==> src/design/rtc_access_pkg.sv <==
`default_nettype none

package rtc_access_pkg;

  ////////////////////////////////////////////////////////////////////////////
  // Bus and shadow geometry
  ////////////////////////////////////////////////////////////////////////////

  // Device address and data byte
  localparam int addr_w = 8;
  localparam int data_w = 8;

  // Shadow register file index and depth
  localparam int sh_idx_w = 4;
  localparam int sh_count = 1 << sh_idx_w;

  // Cycles the device bus stays selected per access
  localparam int access_cycles = 4;
  localparam int cnt_w = $clog2(access_cycles);

  // Sequencer states, same order as the original read FSM
  typedef enum logic [1:0] {
    seq_idle   = 2'd0,
    seq_access = 2'd1,
    seq_finish = 2'd2
  } seq_state_t;

  // Read request, 13 bits
  typedef struct packed {
    logic [addr_w-1:0]   addr;
    logic [sh_idx_w-1:0] sh_idx;
    logic                load;
  } rd_payload_t;

  // Write request, 16 bits
  typedef struct packed {
    logic [addr_w-1:0] addr;
    logic [data_w-1:0] wdata;
  } wr_payload_t;

endpackage

`default_nettype wire
==> src/design/seq_bus_if.sv <==
`timescale 1ns/1ps
`default_nettype none

// One sequencer to arbiter link
interface seq_bus_if #(
  parameter type payload_t = logic
) ();

  // Request fields, zero while idle
  payload_t payload;

  // High while the sequencer wants the bus
  logic active;

  // One cycle flag in the finish state
  logic done;

  // End of access strobe from the arbiter
  logic fin;

  // Sequencer side
  modport seq (
    output payload, active, done,
    input  fin
  );

  // Arbiter side
  modport arb (
    input  payload, active, done,
    output fin
  );

endinterface

`default_nettype wire

==> src/design/rtc_access_top.sv <==
`timescale 1ns/1ps
`default_nettype none

module rtc_access_top (
  input  logic                                clk,
  input  logic                                arst_n,
  // Host read request
  input  logic                                rd_start,
  input  logic [rtc_access_pkg::addr_w-1:0]   rd_addr,
  input  logic [rtc_access_pkg::sh_idx_w-1:0] rd_sh_idx,
  input  logic                                rd_load,
  output logic                                rd_done,
  // Host write request
  input  logic                                wr_start,
  input  logic [rtc_access_pkg::addr_w-1:0]   wr_addr,
  input  logic [rtc_access_pkg::data_w-1:0]   wr_wdata,
  output logic                                wr_done,
  // Shadow read port
  input  logic [rtc_access_pkg::sh_idx_w-1:0] sh_idx,
  output logic [rtc_access_pkg::data_w-1:0]   sh_data,
  // Device bus
  output logic                                bus_cs,
  output logic                                bus_we,
  output logic [rtc_access_pkg::addr_w-1:0]   bus_addr,
  output logic [rtc_access_pkg::data_w-1:0]   bus_wdata,
  input  logic [rtc_access_pkg::data_w-1:0]   bus_rdata
);

  import rtc_access_pkg::*;

  // Host fields packed as requests
  rd_payload_t rd_req;
  wr_payload_t wr_req;

  assign rd_req = '{addr: rd_addr, sh_idx: rd_sh_idx, load: rd_load};
  assign wr_req = '{addr: wr_addr, wdata: wr_wdata};

  ////////////////////////////////////////////////////////////////////////////
  // Sequencer links
  ////////////////////////////////////////////////////////////////////////////

  seq_bus_if #(.payload_t(rd_payload_t)) rd_bus ();
  seq_bus_if #(.payload_t(wr_payload_t)) wr_bus ();

  // Read side
  access_seq #(.payload_t(rd_payload_t)) u_rd_seq (
    .clk    (clk),
    .arst_n (arst_n),
    .start  (rd_start),
    .req    (rd_req),
    .sb     (rd_bus)
  );

  // Write side
  access_seq #(.payload_t(wr_payload_t)) u_wr_seq (
    .clk    (clk),
    .arst_n (arst_n),
    .start  (wr_start),
    .req    (wr_req),
    .sb     (wr_bus)
  );

  ////////////////////////////////////////////////////////////////////////////
  // Bus owner
  ////////////////////////////////////////////////////////////////////////////

  bus_arbiter u_arb (
    .clk       (clk),
    .arst_n    (arst_n),
    .rd        (rd_bus),
    .wr        (wr_bus),
    .bus_cs    (bus_cs),
    .bus_we    (bus_we),
    .bus_addr  (bus_addr),
    .bus_wdata (bus_wdata),
    .bus_rdata (bus_rdata),
    .sh_idx    (sh_idx),
    .sh_data   (sh_data)
  );

  // Completion flags out to the host
  assign rd_done = rd_bus.done;
  assign wr_done = wr_bus.done;

endmodule

`default_nettype wire

==> src/design/bus_arbiter.sv <==
`timescale 1ns/1ps
`default_nettype none

module bus_arbiter (
  input  logic                                clk,
  input  logic                                arst_n,
  seq_bus_if.arb                              rd,
  seq_bus_if.arb                              wr,
  output logic                                bus_cs,
  output logic                                bus_we,
  output logic [rtc_access_pkg::addr_w-1:0]   bus_addr,
  output logic [rtc_access_pkg::data_w-1:0]   bus_wdata,
  input  logic [rtc_access_pkg::data_w-1:0]   bus_rdata,
  input  logic [rtc_access_pkg::sh_idx_w-1:0] sh_idx,
  output logic [rtc_access_pkg::data_w-1:0]   sh_data
);

  import rtc_access_pkg::*;

  // Typed views of the two payloads
  rd_payload_t rd_req;
  wr_payload_t wr_req;

  // Grant flags, at most one set
  logic gnt_rd;
  logic gnt_wr;

  // Bus window and its down-counter
  logic             cs_on;
  logic [cnt_w-1:0] cnt;

  logic held;
  logic last;

  // Shadow copies of device registers
  logic [data_w-1:0] shadow [sh_count];

  assign rd_req = rd.payload;
  assign wr_req = wr.payload;

  // Owner still wants the bus
  assign held = (gnt_rd && rd.active) || (gnt_wr && wr.active);

  // Final cycle of the window
  assign last = cs_on && (cnt == '0);

  //////////////////////////////////////////////////////////////////////////
  // Grant and access timer
  //////////////////////////////////////////////////////////////////////////

  always_ff @(posedge clk or negedge arst_n) begin
    if (!arst_n) begin
      gnt_rd <= 1'b0;
      gnt_wr <= 1'b0;
      cs_on  <= 1'b0;
      cnt    <= '0;
    end else if (!held) begin
      // Bus free, read first on a tie
      gnt_rd <= rd.active;
      gnt_wr <= !rd.active && wr.active;
      cs_on  <= rd.active || wr.active;
      cnt    <= cnt_w'(access_cycles - 1);
    end else if (cs_on) begin
      if (cnt == '0) begin
        // Window over, grant kept until active drops
        cs_on <= 1'b0;
      end else begin
        cnt <= cnt - 1'b1;
      end
    end
  end

  // End of access back to the owner only
  assign rd.fin = last && gnt_rd && rd.active;
  assign wr.fin = last && gnt_wr && wr.active;

  //////////////////////////////////////////////////////////////////////////
  // Device bus drive
  //////////////////////////////////////////////////////////////////////////

  assign bus_cs = cs_on;

  // Write strobe only in the commit cycle
  assign bus_we = wr.fin;

  always_comb begin
    bus_addr  = '0;
    bus_wdata = '0;
    if (cs_on && gnt_rd) begin
      bus_addr = rd_req.addr;
    end else if (cs_on && gnt_wr) begin
      bus_addr  = wr_req.addr;
      bus_wdata = wr_req.wdata;
    end
  end

  //////////////////////////////////////////////////////////////////////////
  // Shadow register file
  //////////////////////////////////////////////////////////////////////////

  // Device data captured on the read's fin edge
  always_ff @(posedge clk or negedge arst_n) begin
    if (!arst_n) begin
      for (int i = 0; i < sh_count; i++) begin
        shadow[i] <= '0;
      end
    end else if (rd.fin && rd_req.load) begin
      shadow[rd_req.sh_idx] <= bus_rdata;
    end
  end

  // Host read port, no latency
  assign sh_data = shadow[sh_idx];

endmodule

`default_nettype wire

==> src/design/access_seq.sv <==
`timescale 1ns/1ps
`default_nettype none

module access_seq #(
  parameter type payload_t = logic
) (
  input  logic     clk,
  input  logic     arst_n,
  input  logic     start,
  input  payload_t req,
  seq_bus_if.seq   sb
);

  import rtc_access_pkg::*;

  seq_state_t state;
  seq_state_t next_state;

  //////////////////////////////////////////////////////////////////////////
  // Next state
  //////////////////////////////////////////////////////////////////////////

  always_comb begin
    next_state = seq_idle;
    case (state)
      // Wait for the host
      seq_idle: begin
        if (start) begin
          next_state = seq_access;
        end else begin
          next_state = seq_idle;
        end
      end
      // Hold the request until the arbiter ends it
      seq_access: begin
        if (sb.fin) begin
          next_state = seq_finish;
        end else begin
          next_state = seq_access;
        end
      end
      // Single done cycle
      seq_finish: begin
        next_state = seq_idle;
      end
      default: begin
        next_state = seq_idle;
      end
    endcase
  end

  //////////////////////////////////////////////////////////////////////////
  // State and registered outputs
  //////////////////////////////////////////////////////////////////////////

  // Outputs follow the state of the previous cycle
  always_ff @(posedge clk or negedge arst_n) begin
    if (!arst_n) begin
      state      <= seq_idle;
      sb.payload <= '0;
      sb.active  <= 1'b0;
      sb.done    <= 1'b0;
    end else if (!start) begin
      // Abort, whatever the state
      state      <= seq_idle;
      sb.payload <= '0;
      sb.active  <= 1'b0;
      sb.done    <= 1'b0;
    end else begin
      state <= next_state;
      case (state)
        seq_access: begin
          sb.payload <= req;
          sb.active  <= 1'b1;
          sb.done    <= 1'b0;
        end
        seq_finish: begin
          // Release the bus, flag completion
          sb.payload <= '0;
          sb.active  <= 1'b0;
          sb.done    <= 1'b1;
        end
        default: begin
          sb.payload <= '0;
          sb.active  <= 1'b0;
          sb.done    <= 1'b0;
        end
      endcase
    end
  end

endmodule

`default_nettype wire

==> config.mk <==
export PLATFORM = sky130hd
export DESIGN_NAME = rtc_access_top
export DESIGN_NICKNAME = d
export VERILOG_FILES = /design/src/design/rtc_access_pkg.sv /design/src/design/seq_bus_if.sv /design/src/design/rtc_access_top.sv /design/src/design/bus_arbiter.sv /design/src/design/access_seq.sv
export SDC_FILE = /design/constraint.sdc
export NUM_CORES = 1
export LEC_CHECK = 0
export ABC_AREA = 1
export BUFFER_PORTS_ARGS = -buffer_cell sky130_fd_sc_hd__buf_2
export CELL_PAD_IN_SITES_DETAIL_PLACEMENT = 2
export CELL_PAD_IN_SITES_GLOBAL_PLACEMENT = 2
export CORE_MARGIN = 10
export CORE_UTILIZATION = 39
export CTS_BUF_LIST = sky130_fd_sc_hd__clkbuf_4
export DETAILED_ROUTE_END_ITERATION = 10
export PLACE_DENSITY_LB_ADDON = 0.1
export SLEW_MARGIN = 20
export SYNTH_ARGS = -nofsm -noshare
export SYNTH_HDL_FRONTEND = slang
export SYNTH_SLANG_ARGS = --single-unit
==> constraint.sdc <==
create_clock -name clk -period 2.5 [get_ports clk]
set_clock_uncertainty 0.15 [all_clocks]
set_input_delay 0.25 -clock clk [delete_from_list [all_inputs] [get_ports clk]]
set_output_delay 0.25 -clock clk [all_outputs]
set_load 0.02 [all_outputs]
* After elaboration in Yosys (flattened, before gate mapping) *
Index checks and enable logic that the tools add are counted.

word-level totals
  flip-flop bits (word level) = 170
  bits in latches = 0
  memory bits (writable) = 0
  ROM bits = 0
  input bits = 45
  memories = 0

operators by class
  $add $sub $neg = 1
  multipliers = 0
  div/mod/pow operators = 0
  magnitude comparators = 3
  equality and inequality tests = 6
  shifts and indexed selects = 0
  muxes and demuxes = 34
  bitwise logic cells = 2
  reduce and logical (&&, ||, !) cells = 19

operators with widths
  cell                   number
  $bwmux W128            1
  $mux W8                7
  $bmux W8 S4            1
  $demux W8 S4           1
  $mux W16               2
  $mux W13               2
  $mux W2                7
  $logic_and A1 B1 Y1    12
  $mux W1                11
  $ge A5 B5 Y1 const B   2
  $not A4 Y5             2
  $pmux W2 S2            2
  $logic_not A2 Y1       3
  $lt A5 B1 Y1 const B   1
  $eq A2 B1 Y1 const B   2
  $eq A2 B2 Y1 const B   2
  $logic_or A1 B1 Y1     2
  $ne A2 B1 Y1 const B   1
  $ne A2 B2 Y1 const B   1
  $reduce_and A2 Y1      1
  $sub A2 B1 Y2 const B  1
  $logic_not A1 Y1       1

* Longest topological paths before layout *
Gate-level depths: netlist (run 1).

  word-level depth = 7
  depth in mapped cells = 10

* Modules after synthesis *
Synthesis (run 1) repeated with hierarchy kept, for this count alone.

second synthesis, totals
  cell total of the unflattened synthesis = 1031
  area, all modules = 8211.6 µm²

modules (own cells, without submodules)
  module                 instances  cells each  area each (µm²)  sequential area each (µm²)
  bus_arbiter            1          914         6895.4           3328.2
  access_seq (u_wr_seq)  1          63          710.7            500.5
  access_seq (u_rd_seq)  1          54          605.6            425.4

* Worst setup path after synthesis (run 1) *
Ideal clock, no wire load.

  path type = register to output
  start point = register u_arb.cs_on (netlist: u_arb.bus_cs)
  end point = output bus_addr[5] in the netlist's numbering
  arrival time = 1537 ps
  required time = 2100 ps
  setup slack = 563 ps
  cell stages (with the launch flop) = 5
  buffers on the path = 2
  cells stage by stage = dfrtp_1 -> buf_2 -> nand3_1 -> clkbuf_1 -> o21ai_0

between the ends
  cells in the longest elaborated chain, start to end = 3
  elaborated cells between the ends (all ways) = 4
  those cells by class = 2 x mux; 2 x reduce/logical

ends and longest elaborated chain
  item                    RTL line              RTL
  start, declared         bus_arbiter.sv:29     logic cs_on;
  start signal, assigned  bus_arbiter.sv:61     cs_on <= rd.active || wr.active;
  $logic_and A1 B1 Y1     bus_arbiter.sv:91     end else if (cs_on && gnt_wr) begin
  $mux W8                 bus_arbiter.sv:91
  $mux W8 (*)             bus_arbiter.sv:89     if (cs_on && gnt_rd) begin
  end, declared           rtc_access_top.sv:24  output logic [rtc_access_pkg::addr_w-1:0] bus_addr,

Mark *: on every way between the ends. The rest lies on a longest branch, timed or not.

* Worst setup path after layout (run 1) *
  start point = register u_arb.cnt[1]
  end point = register u_arb.shadow[123] in the netlist's numbering

between the ends
  cells in the longest elaborated chain, start to end = 5

ends and longest elaborated chain
  item                               RTL line            RTL
  start, declared                    bus_arbiter.sv:30   logic [cnt_w-1:0] cnt;
  start signal, assigned             bus_arbiter.sv:62   cnt <= cnt_w'(access_cycles - 1);
  start signal, assigned             bus_arbiter.sv:68   cnt <= cnt - 1'b1;
  $logic_not A2 Y1                   bus_arbiter.sv:45   assign last = cs_on && (cnt == '0);
  $logic_and A1 B1 Y1                bus_arbiter.sv:45
  $logic_and A1 B1 Y1 (2 in series)  bus_arbiter.sv:74   assign rd.fin = last && gnt_rd && rd.active;
  $logic_and A1 B1 Y1                bus_arbiter.sv:107  end else if (rd.fin && rd_req.load) begin
  end signal, assigned by index      bus_arbiter.sv:108  shadow[rd_req.sh_idx] <= bus_rdata;
  end, declared                      bus_arbiter.sv:36   logic [data_w-1:0] shadow [sh_count];

Every way passes these cells.
A chain may end at the register's enable or synchronous reset.

==> results of run 1 <==
area by class of cell:
| cell class | count | area (um^2) | share of cell area |
|---|---|---|---|
| antenna | 2 | 5.00 | 0.000544 |
| clock inverter | 15 | 175 | 0.0190 |
| inverter | 173 | 649 | 0.0706 |
| timing repair buffer | 121 | 892 | 0.0969 |
| multi-input combinational | 634 | 2760 | 0.300 |
| clock buffer | 17 | 128 | 0.0139 |
| sequential | 170 | 4260 | 0.462 |
| tap | 270 | 338 | 0.0367 |
worst max-delay path, stage by stage, from the launching register on:
cell	delay, ns
dfrtp_1	0.41
inv_1	0.08
ha_1	0.19
nand2_1	0.14
nor2_4	0.14
nand2_2	0.13
nor2_2	0.17
nand2_1	0.38
nand2_1	0.22
o21ai_0	0.13
timing repair:
item | 4_1_cts | 5_1_grt
setup endpoints to repair | 16 | 19
buffers inserted | 0 | 2
hold buffers | 33 | 0
resized for setup | 3 | 6
endpoints found under the hold margin | 209 | 0
worst min-delay path by stage:
stage | start | cells after the start | end
after floorplan | arst_n | 0 | u_arb.bus_cs
after global placement | arst_n | 1 | u_arb.shadow[68]
after detailed placement | arst_n | 1 | u_arb.shadow[67]
after CTS | arst_n | 2 | u_arb.shadow[25]
after global routing | arst_n | 2 | u_arb.shadow[68]
final | arst_n | 2 | u_arb.shadow[68]
metal layers:
layer  vias to the layer above  wire length, um  track usage
li1                       3327                -            -
met1                      3651            12600        0.288
met2                       148            14900        0.394
met3                        21             1550       0.0470
met4                         0              363       0.0504
met5                         -                0            0
per-stage QoR:
step | TNS, ns | area, um^2 | cells | setup WS, ns
2_1_floorplan | 0 | 7970 | 1030 | 0.563
3_3_place_gp | 0 | 8530 | 1333 | 0.427
6_report | 0 | 9200 | 1402 | 0.198
4_1_cts | 0 | 9170 | 1398 | 0.0199
3_5_place_dp | 0 | 8530 | 1333 | 0.308
5_1_grt | -0.0457 | 9200 | 1401 | -0.0192
synth_stat cells, drive strengths merged:
master and n:
a211oi 1, a22oi 1, and3 1, buf 24, clkbuf 29, dfrtp 170, ha 1, inv 173
nand2 327, nand3 106, nor2 52, nor3 4, nor4 1, o21ai 139, o22ai 1
cell families after synthesis:
family | Yosys count | share of synthesized area
flip-flops | 170 | 0.534
AND/OR/NAND/NOR | 491 | 0.253
buffers and inverters | 226 | 0.122
AO/OA/AOI/OAI | 142 | 0.0900
adder cells (fa/ha/maj) | 1 | 0.00157
state kept, by name, summed over array words and instances, names as in the netlist:
register	flops
u_wr_seq.sb.done	1
u_arb.shadow	128
u_wr_seq.sb.payload	16
u_wr_seq.sb.active	1
u_arb.gnt_rd	1
u_arb.bus_cs	1
u_arb.cnt	2
u_rd_seq.sb.payload	13
u_rd_seq.state	2
u_wr_seq.state	2
u_rd_seq.sb.done	1
u_rd_seq.sb.active	1
u_arb.gnt_wr	1
power groups by stage:
stage               sequential [mW]  clock (mW)  combinational [mW]
finish                         2.80        1.76               0.548
global route                   2.81        1.92               0.605
CTS                            2.80        1.79               0.529
detailed placement             2.85           0               0.486
global placement               2.85           0               0.473
floorplan                      2.85           0               0.228
==> reports/summary.txt, run 1 <==
Status: complete, no violations
Core Rows: 52
Die Height: 163 um
Fin crit share: 0.921
Clock share of power: 0.344
Worst skew pair latency: 0.62 ns
Pwr dens: 555 nW/um^2
H-tree depth: 4
CTS sink count: 170
Synth Cell Area: 7970 um^2
HPWL after DPL: 17300 um
Tot GR Track Use: 0.228
GRT Residual Overflow: 0
Syn nets: 1076
Synth area leader: dfrtp_1
Setup violations, final: 0
Reg2Reg Launch Point: u_arb.cnt[1]
Crit path launch: u_arb.cnt[1]
Lkg Pwr: 5.49 nW
Setup CP Type: flop to flop
Synthesized instance count: 1030
Tot Pwr: 5.11 mW
Final min period: 2.30 ns
Largest net degree at the start of global routing: 58
Worst-path clk slew: 0.21 ns
DRT Wirelength: 29400 um
Longest Clk Path Bufs: 2
Proportion of layout cells with a drive suffix above 1: 0.116
Synthesis-to-finish area growth: 15.5%
Most frequent cells in the layout: nand2_1, inv_1, dfrtp_1
Total net switching power: 1.60 mW
Area contributors post-synth: dfrtp_1, nand2_1, inv_1
HP Class: primary input to async pin
Starting density of the core: 0.395
Worst reg2reg endpoint: u_arb.shadow[123]
CP max FO: 16
FILL cells: 2344
Gp weighted congestion: 0.791
Post-synth top area share: 0.534
CTS tree: yes
R2R Setup Slk: 0.20 ns
Unique cell type count in the Yosys netlist: 23
Post-synthesis sequential area ratio: 0.534
Root buffer cell: clkbuf_4
FF+latch count, synth: 170
Maxcap violations: 0
Reg2Reg Depth: 9
RSZ-0062 raised after global routing: true
DRC viols: 0
Syn Area/Cell: 7.74 um^2
Cell internal pwr: 3.51 mW
Fin util: 0.456
Peak VDD IR: 0.265 mV
Wire length of the first global-routing pass: 47200 um
Routed via count: 7147
Arr. time, crit path: 2.60 ns
Achievable Freq: 434 MHz
Crit end category: flop
WP data required: 2.80 ns
Combinational power share: 0.107
Pins Over Slew Limit: 0
Vias in the first global route: 8112
Wire per inst: 21.0 um
Vias per cell: 5.10
Worst setup path end: u_arb.shadow[123]
Total CTS buffers: 17
Final ANT Viol Nets: 0
Final number of hold-violating endpoints: 0
Chip width: 163 um
Sequential share of power: 0.549
Crit start category: flop
Layout Nets: 1163
Initial antenna violation count: 2
Synth warn: 0
I/O Buffers: 72
Rel. slew slack: 0.450
Core Area: 20200 um^2
Most common cell after layout, fill and taps aside: nand2_1
Worst Tran Pin Value: 0.824 ns
Full die area: 26600 um^2
I/O Pins: 73
Switching part of the total: 0.314
Drt first pass iters: 4
Iteration-0 DRC Markers: 444
Hold slack: 0.00719 ns
Note: power is estimated with default switching activity, not from simulation.
==> run 2: changes to the inputs <==
Settings changed: RECOVER_POWER set to 100.
==> reports/summary.txt, run 2 (synthesized netlist as in run 1, its figures left out) <==
Synthesis-to-finish area growth: 14.8%
Biggest register: u_arb.shadow
CP max FO: 16 (unchanged)
Largest net degree at the start of global routing: 58 (unchanged)
Iteration-0 DRC Markers: 434 (-2.3%)
GRT Residual Overflow: 0 (unchanged)
Layout Nets: 1163 (unchanged)
Achievable Freq: 434 MHz (about the same)
Initial antenna violation count: 2 (unchanged)
Arr. time, crit path: 2.62 ns (+0.02 ns)
Worst skew pair latency: 0.62 ns (about the same)
Pwr dens: 557 nW/um^2 (+0.34%)
Core Area: 20200 um^2 (unchanged)
I/O Pins: 73 (unchanged)
Routed via count: 7167 (+0.28%)
CP dominant cell by count: nand2_1
Most frequent cells in the layout: nand2_1, inv_1, dfrtp_1
CTS tree: yes
RSZ-0062 raised after global routing: true
Longest Clk Path Bufs: 2 (unchanged)
Crit start category: flop
Tot Pwr: 5.10 mW (-0.23%)
Wire length of the first global-routing pass: 47200 um (unchanged)
Cells after DPL: 1333 (unchanged)
Max stage delay on crit path: 0.42 ns (about the same)
Maxcap violations: 0 (unchanged)
Wire per inst: 21.0 um (about the same)
CTS sink count: 170 (unchanged)
Top Registers: u_arb.shadow x128, u_wr_seq.sb.payload x16, u_rd_seq.sb.payload x13
Tot GR Track Use: 0.228 (unchanged)
Starting density of the core: 0.395 (unchanged)
Full die area: 26600 um^2 (unchanged)
Worst-path clk slew: 0.18 ns (-0.03 ns)
Core Rows: 52 (unchanged)
Rel. slew slack: 0.136 (-0.314)
Worst Tran Pin Value: 1.30 ns (+0.472 ns)
Gp weighted congestion: 0.791 (unchanged)
Root buffer cell: clkbuf_4
Fin crit share: 0.921 (about the same)
Reg2Reg Launch Point: u_arb.gnt_rd
Proportion of layout cells with a drive suffix above 1: 0.112 (-0.00442)
Setup CP Type: flop to flop
Status: complete, no violations
WP data required: 2.82 ns (+0.02 ns)
Drt first pass iters: 5 (+1)
Peak VDD IR: 0.264 mV (-0.52%)
HPWL after DPL: 17300 um (unchanged)
Final number of hold-violating endpoints: 0 (unchanged)
Critical path cell sequence: clkbuf_1 -> nand2_4 -> nor2_4 -> nand2_2 -> inv_1 -> nand2_1 -> nand2_1 -> o21ai_1
H-tree depth: 4 (unchanged)
HP Class: primary input to flop
Crit path launch: u_arb.gnt_rd
Hold slack: 0.0842 ns (+0.0770 ns)
Total CTS buffers: 17 (unchanged)
I/O Buffers: 72 (unchanged)
Crit end category: flop
Final ANT Viol Nets: 0 (unchanged)
DRC viols: 0 (unchanged)
DRT Wirelength: 29400 um (about the same)
Non-Filler Instances: 1402 (unchanged)
Setup violations, final: 0 (unchanged)
Lkg Pwr: 5.45 nW (-0.63%)
Pins Over Slew Limit: 0 (unchanged)
Final min period: 2.30 ns (+0.0000470 ns)
Chip width: 163 um (unchanged)
Vias in the first global route: 8112 (unchanged)
Vias per cell: 5.11 (+0.28%)
Most common cell after layout, fill and taps aside: nand2_1
Max FFs per register: 128 (unchanged)
Min-delay src: bus_rdata[5]
Worst path slowest cell: dfrtp_2
Die Height: 163 um (unchanged)
==> run 2: cell count changes in the layout (fill, tap and decap cells not counted) <==
cell and delta:
clkbuf_1 +5, buf_4 -1, buf_2 -4, buf_12 -3
buf_6 -1, clkbuf_4 +3, clkbuf_2 +1
==> run 2: worst paths after layout <==
| kind | endpoint | slack (ns) | depth (start not counted) |
|---|---|---|---|
| max | u_arb.shadow[38] | 0.20 | 8 |
| min | u_arb.shadow[53] | 0.08 | 3 |
| max reg2reg | u_arb.shadow[38] | 0.20 | 8 |
| max in group asynchronous | u_arb.gnt_rd | 0.47 | 3 |
| min in group asynchronous | u_arb.shadow[68] | 0.30 | 2 |
| min reg2reg | u_wr_seq.state[0] | 0.30 | 1 |
==> run 2: timing repair <==
item                       CTS  global route
pin swaps                    0             0
hold buffers                33             0
setup endpoints to repair   16            19
gates resized for setup      3             6
setup buffers                0             2
hold endpoints to repair   209             0
==> run 2: through the flow <==
step / setup slack, ns / cell area (um^2) / util / setup TNS (ns)
after CTS: 0.0199 / 9170 / 0.455 / 0
after detailed placement: 0.308 / 8530 / 0.423 / 0
after global routing: -0.0192 / 9150 / 0.454 / -0.0457
after floorplan: 0.563 / 7970 / - / 0
final: 0.198 / 9150 / 0.454 / 0
after global placement: 0.427 / 8530 / 0.423 / 0
==> run 2: area by class of cell <==
class                      instances  area, um^2
sequential                       170        4260
inverter                         173         649
clock buffer                      17         128
fill                            2350       11000
tap                              270         338
clock inverter                    15         175
timing repair buffer             121         840
antenna                            2        5.00
multi-input combinational        634        2760
==> run 2: routing by layer <==
| layer | share of wire | vias to the layer above | track usage | routed length [um] |
|---|---|---|---|---|
| li1 | - | 3327 | - | - |
| met1 | 0.44 | 3681 | 0.288 | 13000 |
| met4 | 0.0097 | 0 | 0.0504 | 286 |
| met2 | 0.51 | 136 | 0.394 | 14900 |
| met5 | 0 | - | 0 | 0 |
| met3 | 0.040 | 23 | 0.0470 | 1170 |
==> run 2: power breakdown <==
group | switching, mW | internal [mW]
Combinational | 0.378 | 0.158
Clock | 1.20 | 0.556
Sequential | 0.0205 | 2.78
Total | 1.60 | 3.50
==> run 2: critical path: cells and delay by family (launching register included) <==
kind,cells,cell delay [ns]
buffers and inverters,2,0.51
flip-flops,1,0.42
AND/OR/NAND/NOR,5,0.99
AO/OA/AOI/OAI,1,0.13
==> run 3: changes to the inputs <==
Settings changed: ABC_AREA 1 to not set, CORE_UTILIZATION 39 to 48, SYNTH_HIERARCHICAL set to 1.
==> reports/summary.txt, run 3 <==
Drt first pass iters: 5 (unchanged)
H-tree depth: 4 (unchanged)
Lkg Pwr: 4.71 nW (-14%)
Gp weighted congestion: 0.724 (-8.5%)
Wire length of the first global-routing pass: 44700 um (-5.3%)
Maxcap violations: 1 (+1)
Peak VDD IR: 0.289 mV (+9.5%)
R2R Setup Slk: -0.04 ns (-0.24 ns)
Cell with the most instances after synthesis: dfrtp_1
Largest net degree at the start of global routing: 65 (+12%)
Core Area: 15800 um^2 (-22%)
Setup violations, final: 26 (+26)
Syn Area/Cell: 15.3 um^2 (+97%)
Synth area leader: dfrtp_1
Post-synthesis sequential area ratio: 0.553 (+0.0188)
Crit end category: primary output
Initial antenna violation count: 5 (+3)
Area contributors post-synth: dfrtp_1, mux2_2, mux4_2
Arr. time, crit path: 2.19 ns (-0.43 ns)
WP data required: 2.10 ns (-0.72 ns)
Final ANT Viol Nets: 0 (unchanged)
Synth warn: 6 (+6)
Root buffer cell: clkbuf_4
RSZ-0062 raised after global routing: true
CP max FO: 12 (-4)
Synthesized instance count: 504 (-51%)
Final number of hold-violating endpoints: 0 (unchanged)
Worst skew pair latency: 0.65 ns (+0.03 ns)
Total CTS buffers: 17 (unchanged)
Post-synth top area share: 0.553 (+0.0188)
Routed via count: 5903 (-18%)
Most common cell after layout, fill and taps aside: dfrtp_1
Top Registers: u_arb/shadow x128, u_wr_seq/sb.payload x16, u_rd_seq/sb.payload x13
FILL cells: 1375 (-41%)
Crit path launch: u_arb/gnt_rd
Count of flip-flops with a built-in enable after synthesis: 0 (unchanged)
Setup TNS: -0.950 ns (-0.950 ns)
Worst Slack Setup Final: -0.0900 ns (-0.288 ns)
Async S/R FF share, synth: 1.00 (unchanged)
CTS sink count: 170 (unchanged)
CTS tree: yes
Achievable Freq: 386 MHz (-11%)
Fin crit share: 1.04 (+0.115)
HP Class: primary input to flop
FF+latch count, synth: 170 (unchanged)
Starting density of the core: 0.486 (+0.0912)
Setup CP Type: flop to primary output
I/O Pins: 73 (unchanged)
Synth top cells by count: dfrtp_1, mux2_2, mux4_2
Core Rows: 46 (-12%)
Chip width: 147 um (-10%)
Worst setup path end: bus_addr[4]
Worst-path clk slew: 0.16 ns (-0.02 ns)
Die Height: 147 um (-10%)
Layout Nets: 713 (-39%)
I/O Buffers: 72 (unchanged)
Wire per inst: 40.6 um (+94%)
DRT Wirelength: 36500 um (+24%)
Reg2Reg Launch Point: u_arb/cnt[1]
Vias in the first global route: 6386 (-21%)
Tot GR Track Use: 0.278 (+0.0495)
Biggest register: u_arb/shadow
Failing checks: capacitance limit, slew limit, setup timing
Rel. slew slack: -0.178 (-0.313)
Status: finished with violations
Reg2Reg Depth: 7 (-1)
Most frequent cells in the layout: dfrtp_1, mux2_2, dlygate4sd3_1
Pins Over Slew Limit: 65 (+65)
Worst Tran Pin Value: 1.77 ns (+0.470 ns)
Crit start category: flop
Synthesis-to-finish area growth: 22.8%
Ys flop type: dfrtp_1
Final min period: 2.59 ns (+0.288 ns)
GRT Residual Overflow: 0 (unchanged)
Max FFs per register: 128 (unchanged)
Hold slack: 0.0333 ns (-0.0509 ns)
Vias per cell: 6.55 (+28%)
Iteration-0 DRC Markers: 758 (+75%)
Longest Clk Path Bufs: 2 (unchanged)
Unique cell type count in the Yosys netlist: 36 (+57%)
Proportion of layout cells with a drive suffix above 1: 0.483 (+0.372)
Worst reg2reg endpoint: u_arb/shadow[73]
Pwr dens: 532 nW/um^2 (-4.5%)
DRC viols: 0 (unchanged)
Full die area: 21500 um^2 (-19%)
Syn nets: 550 (-49%)
HPWL after DPL: 15500 um (-10%)
Synth Cell Area: 7700 um^2 (-3.4%)
==> run 3: cell count changes in the layout (fill, tap and decap cells not counted), moves of 25 or more <==
| cell | previous run | this run |
|---|---|---|
| o21ai_0 | 120 | 0 |
| dlygate4sd3_1 | 33 | 66 |
| nor2_1 | 47 | 3 |
| nand3_1 | 105 | 1 |
| mux4_2 | 0 | 32 |
| and3_1 | 1 | 26 |
| mux2_2 | 0 | 120 |
| nand2_1 | 323 | 14 |
| inv_1 | 172 | 5 |
==> run 3: worst min path at each step <==
| stage | from | cells after the start | slack (ns) | end |
|---|---|---|---|---|
| 4_1_cts | bus_rdata[6] | 2 | 0.002 | u_arb/shadow[46] |
| 6_report | bus_rdata[4] | 2 | 0.03 | u_arb/shadow[60] |
| 5_1_grt | bus_rdata[4] | 2 | 0.01 | u_arb/shadow[60] |
| 3_5_place_dp | arst_n | 1 | 0.14 | u_arb/shadow[19] |
| 2_1_floorplan | arst_n | 0 | -0.20 | u_arb/bus_cs |
| 3_3_place_gp | arst_n | 1 | 0.13 | u_arb/shadow[52] |
==> run 3: area by class of cell <==
class | instances | area, um^2 | share of cell area
clock inverters | 10 | 78.8 | 0.00834
inverters | 7 | 26.3 | 0.00278
repair buffers | 176 | 1350 | 0.143
multi-input cells | 295 | 3300 | 0.349
flip-flops and latches | 170 | 4250 | 0.450
clock buffers | 21 | 158 | 0.0167
well taps | 216 | 270 | 0.0286
diodes | 6 | 15.0 | 0.00159
==> run 3: kinds of logic after synthesis <==
group	share of synthesized area
flops	0.553
mux	0.282
simple gates	0.110
buf+inv	0.0241
compound gates	0.0280
xor+xnor	0.00114
fa+ha+maj	0.00163
==> run 3: power breakdown <==
group | total [mW] | switching (mW) | internal (mW)
clock | 1.67 | 1.15 | 0.516
combinational | 0.523 | 0.326 | 0.197
sequential | 2.83 | 0.0448 | 2.79
total | 5.03 | 1.52 | 3.50
==> run 3: timing repair <==
| action | in CTS | in global routing |
|---|---|---|
| gates resized for setup | 6 | 12 |
| endpoints found under the hold margin | 166 | 0 |
| pin swaps | 0 | 3 |
| hold buffers | 66 | 0 |
| setup endpoints to repair | 8 | 58 |
| buffers inserted | 0 | 3 |
| cloned | 0 | 1 |
==> run 3: per-layer routing <==
| metal | vias up | global-route usage | part of all wire |
|---|---|---|---|
| met5 | - | 0 | 0 |
| met4 | 0 | 0.0981 | 0.053 |
| met3 | 121 | 0.0550 | 0.069 |
| met2 | 392 | 0.483 | 0.51 |
| met1 | 3190 | 0.334 | 0.37 |
| li1 | 2200 | - | - |
==> run 3: per-stage QoR <==
stage	total power [mW]	area [um^2]	setup WS (ns)	utilization	instances
floorplan	3.04	7700	0.341	-	504
global placement	3.22	8480	0.321	0.536	794
detailed placement	3.25	8480	0.221	0.536	794
CTS	4.76	9410	0.000438	0.594	891
global route	5.15	9450	-0.134	0.597	901
finish	5.03	9450	-0.0900	0.597	901
==> run 3: worst max-delay path: stages, from the launching register on <==
cell and delay (ns):
dfrtp_1 0.43, buf_4 0.21, nor2b_4 0.16, buf_6 0.15, a22oi_1 0.10, nor2b_1 0.30, buf_4 0.21
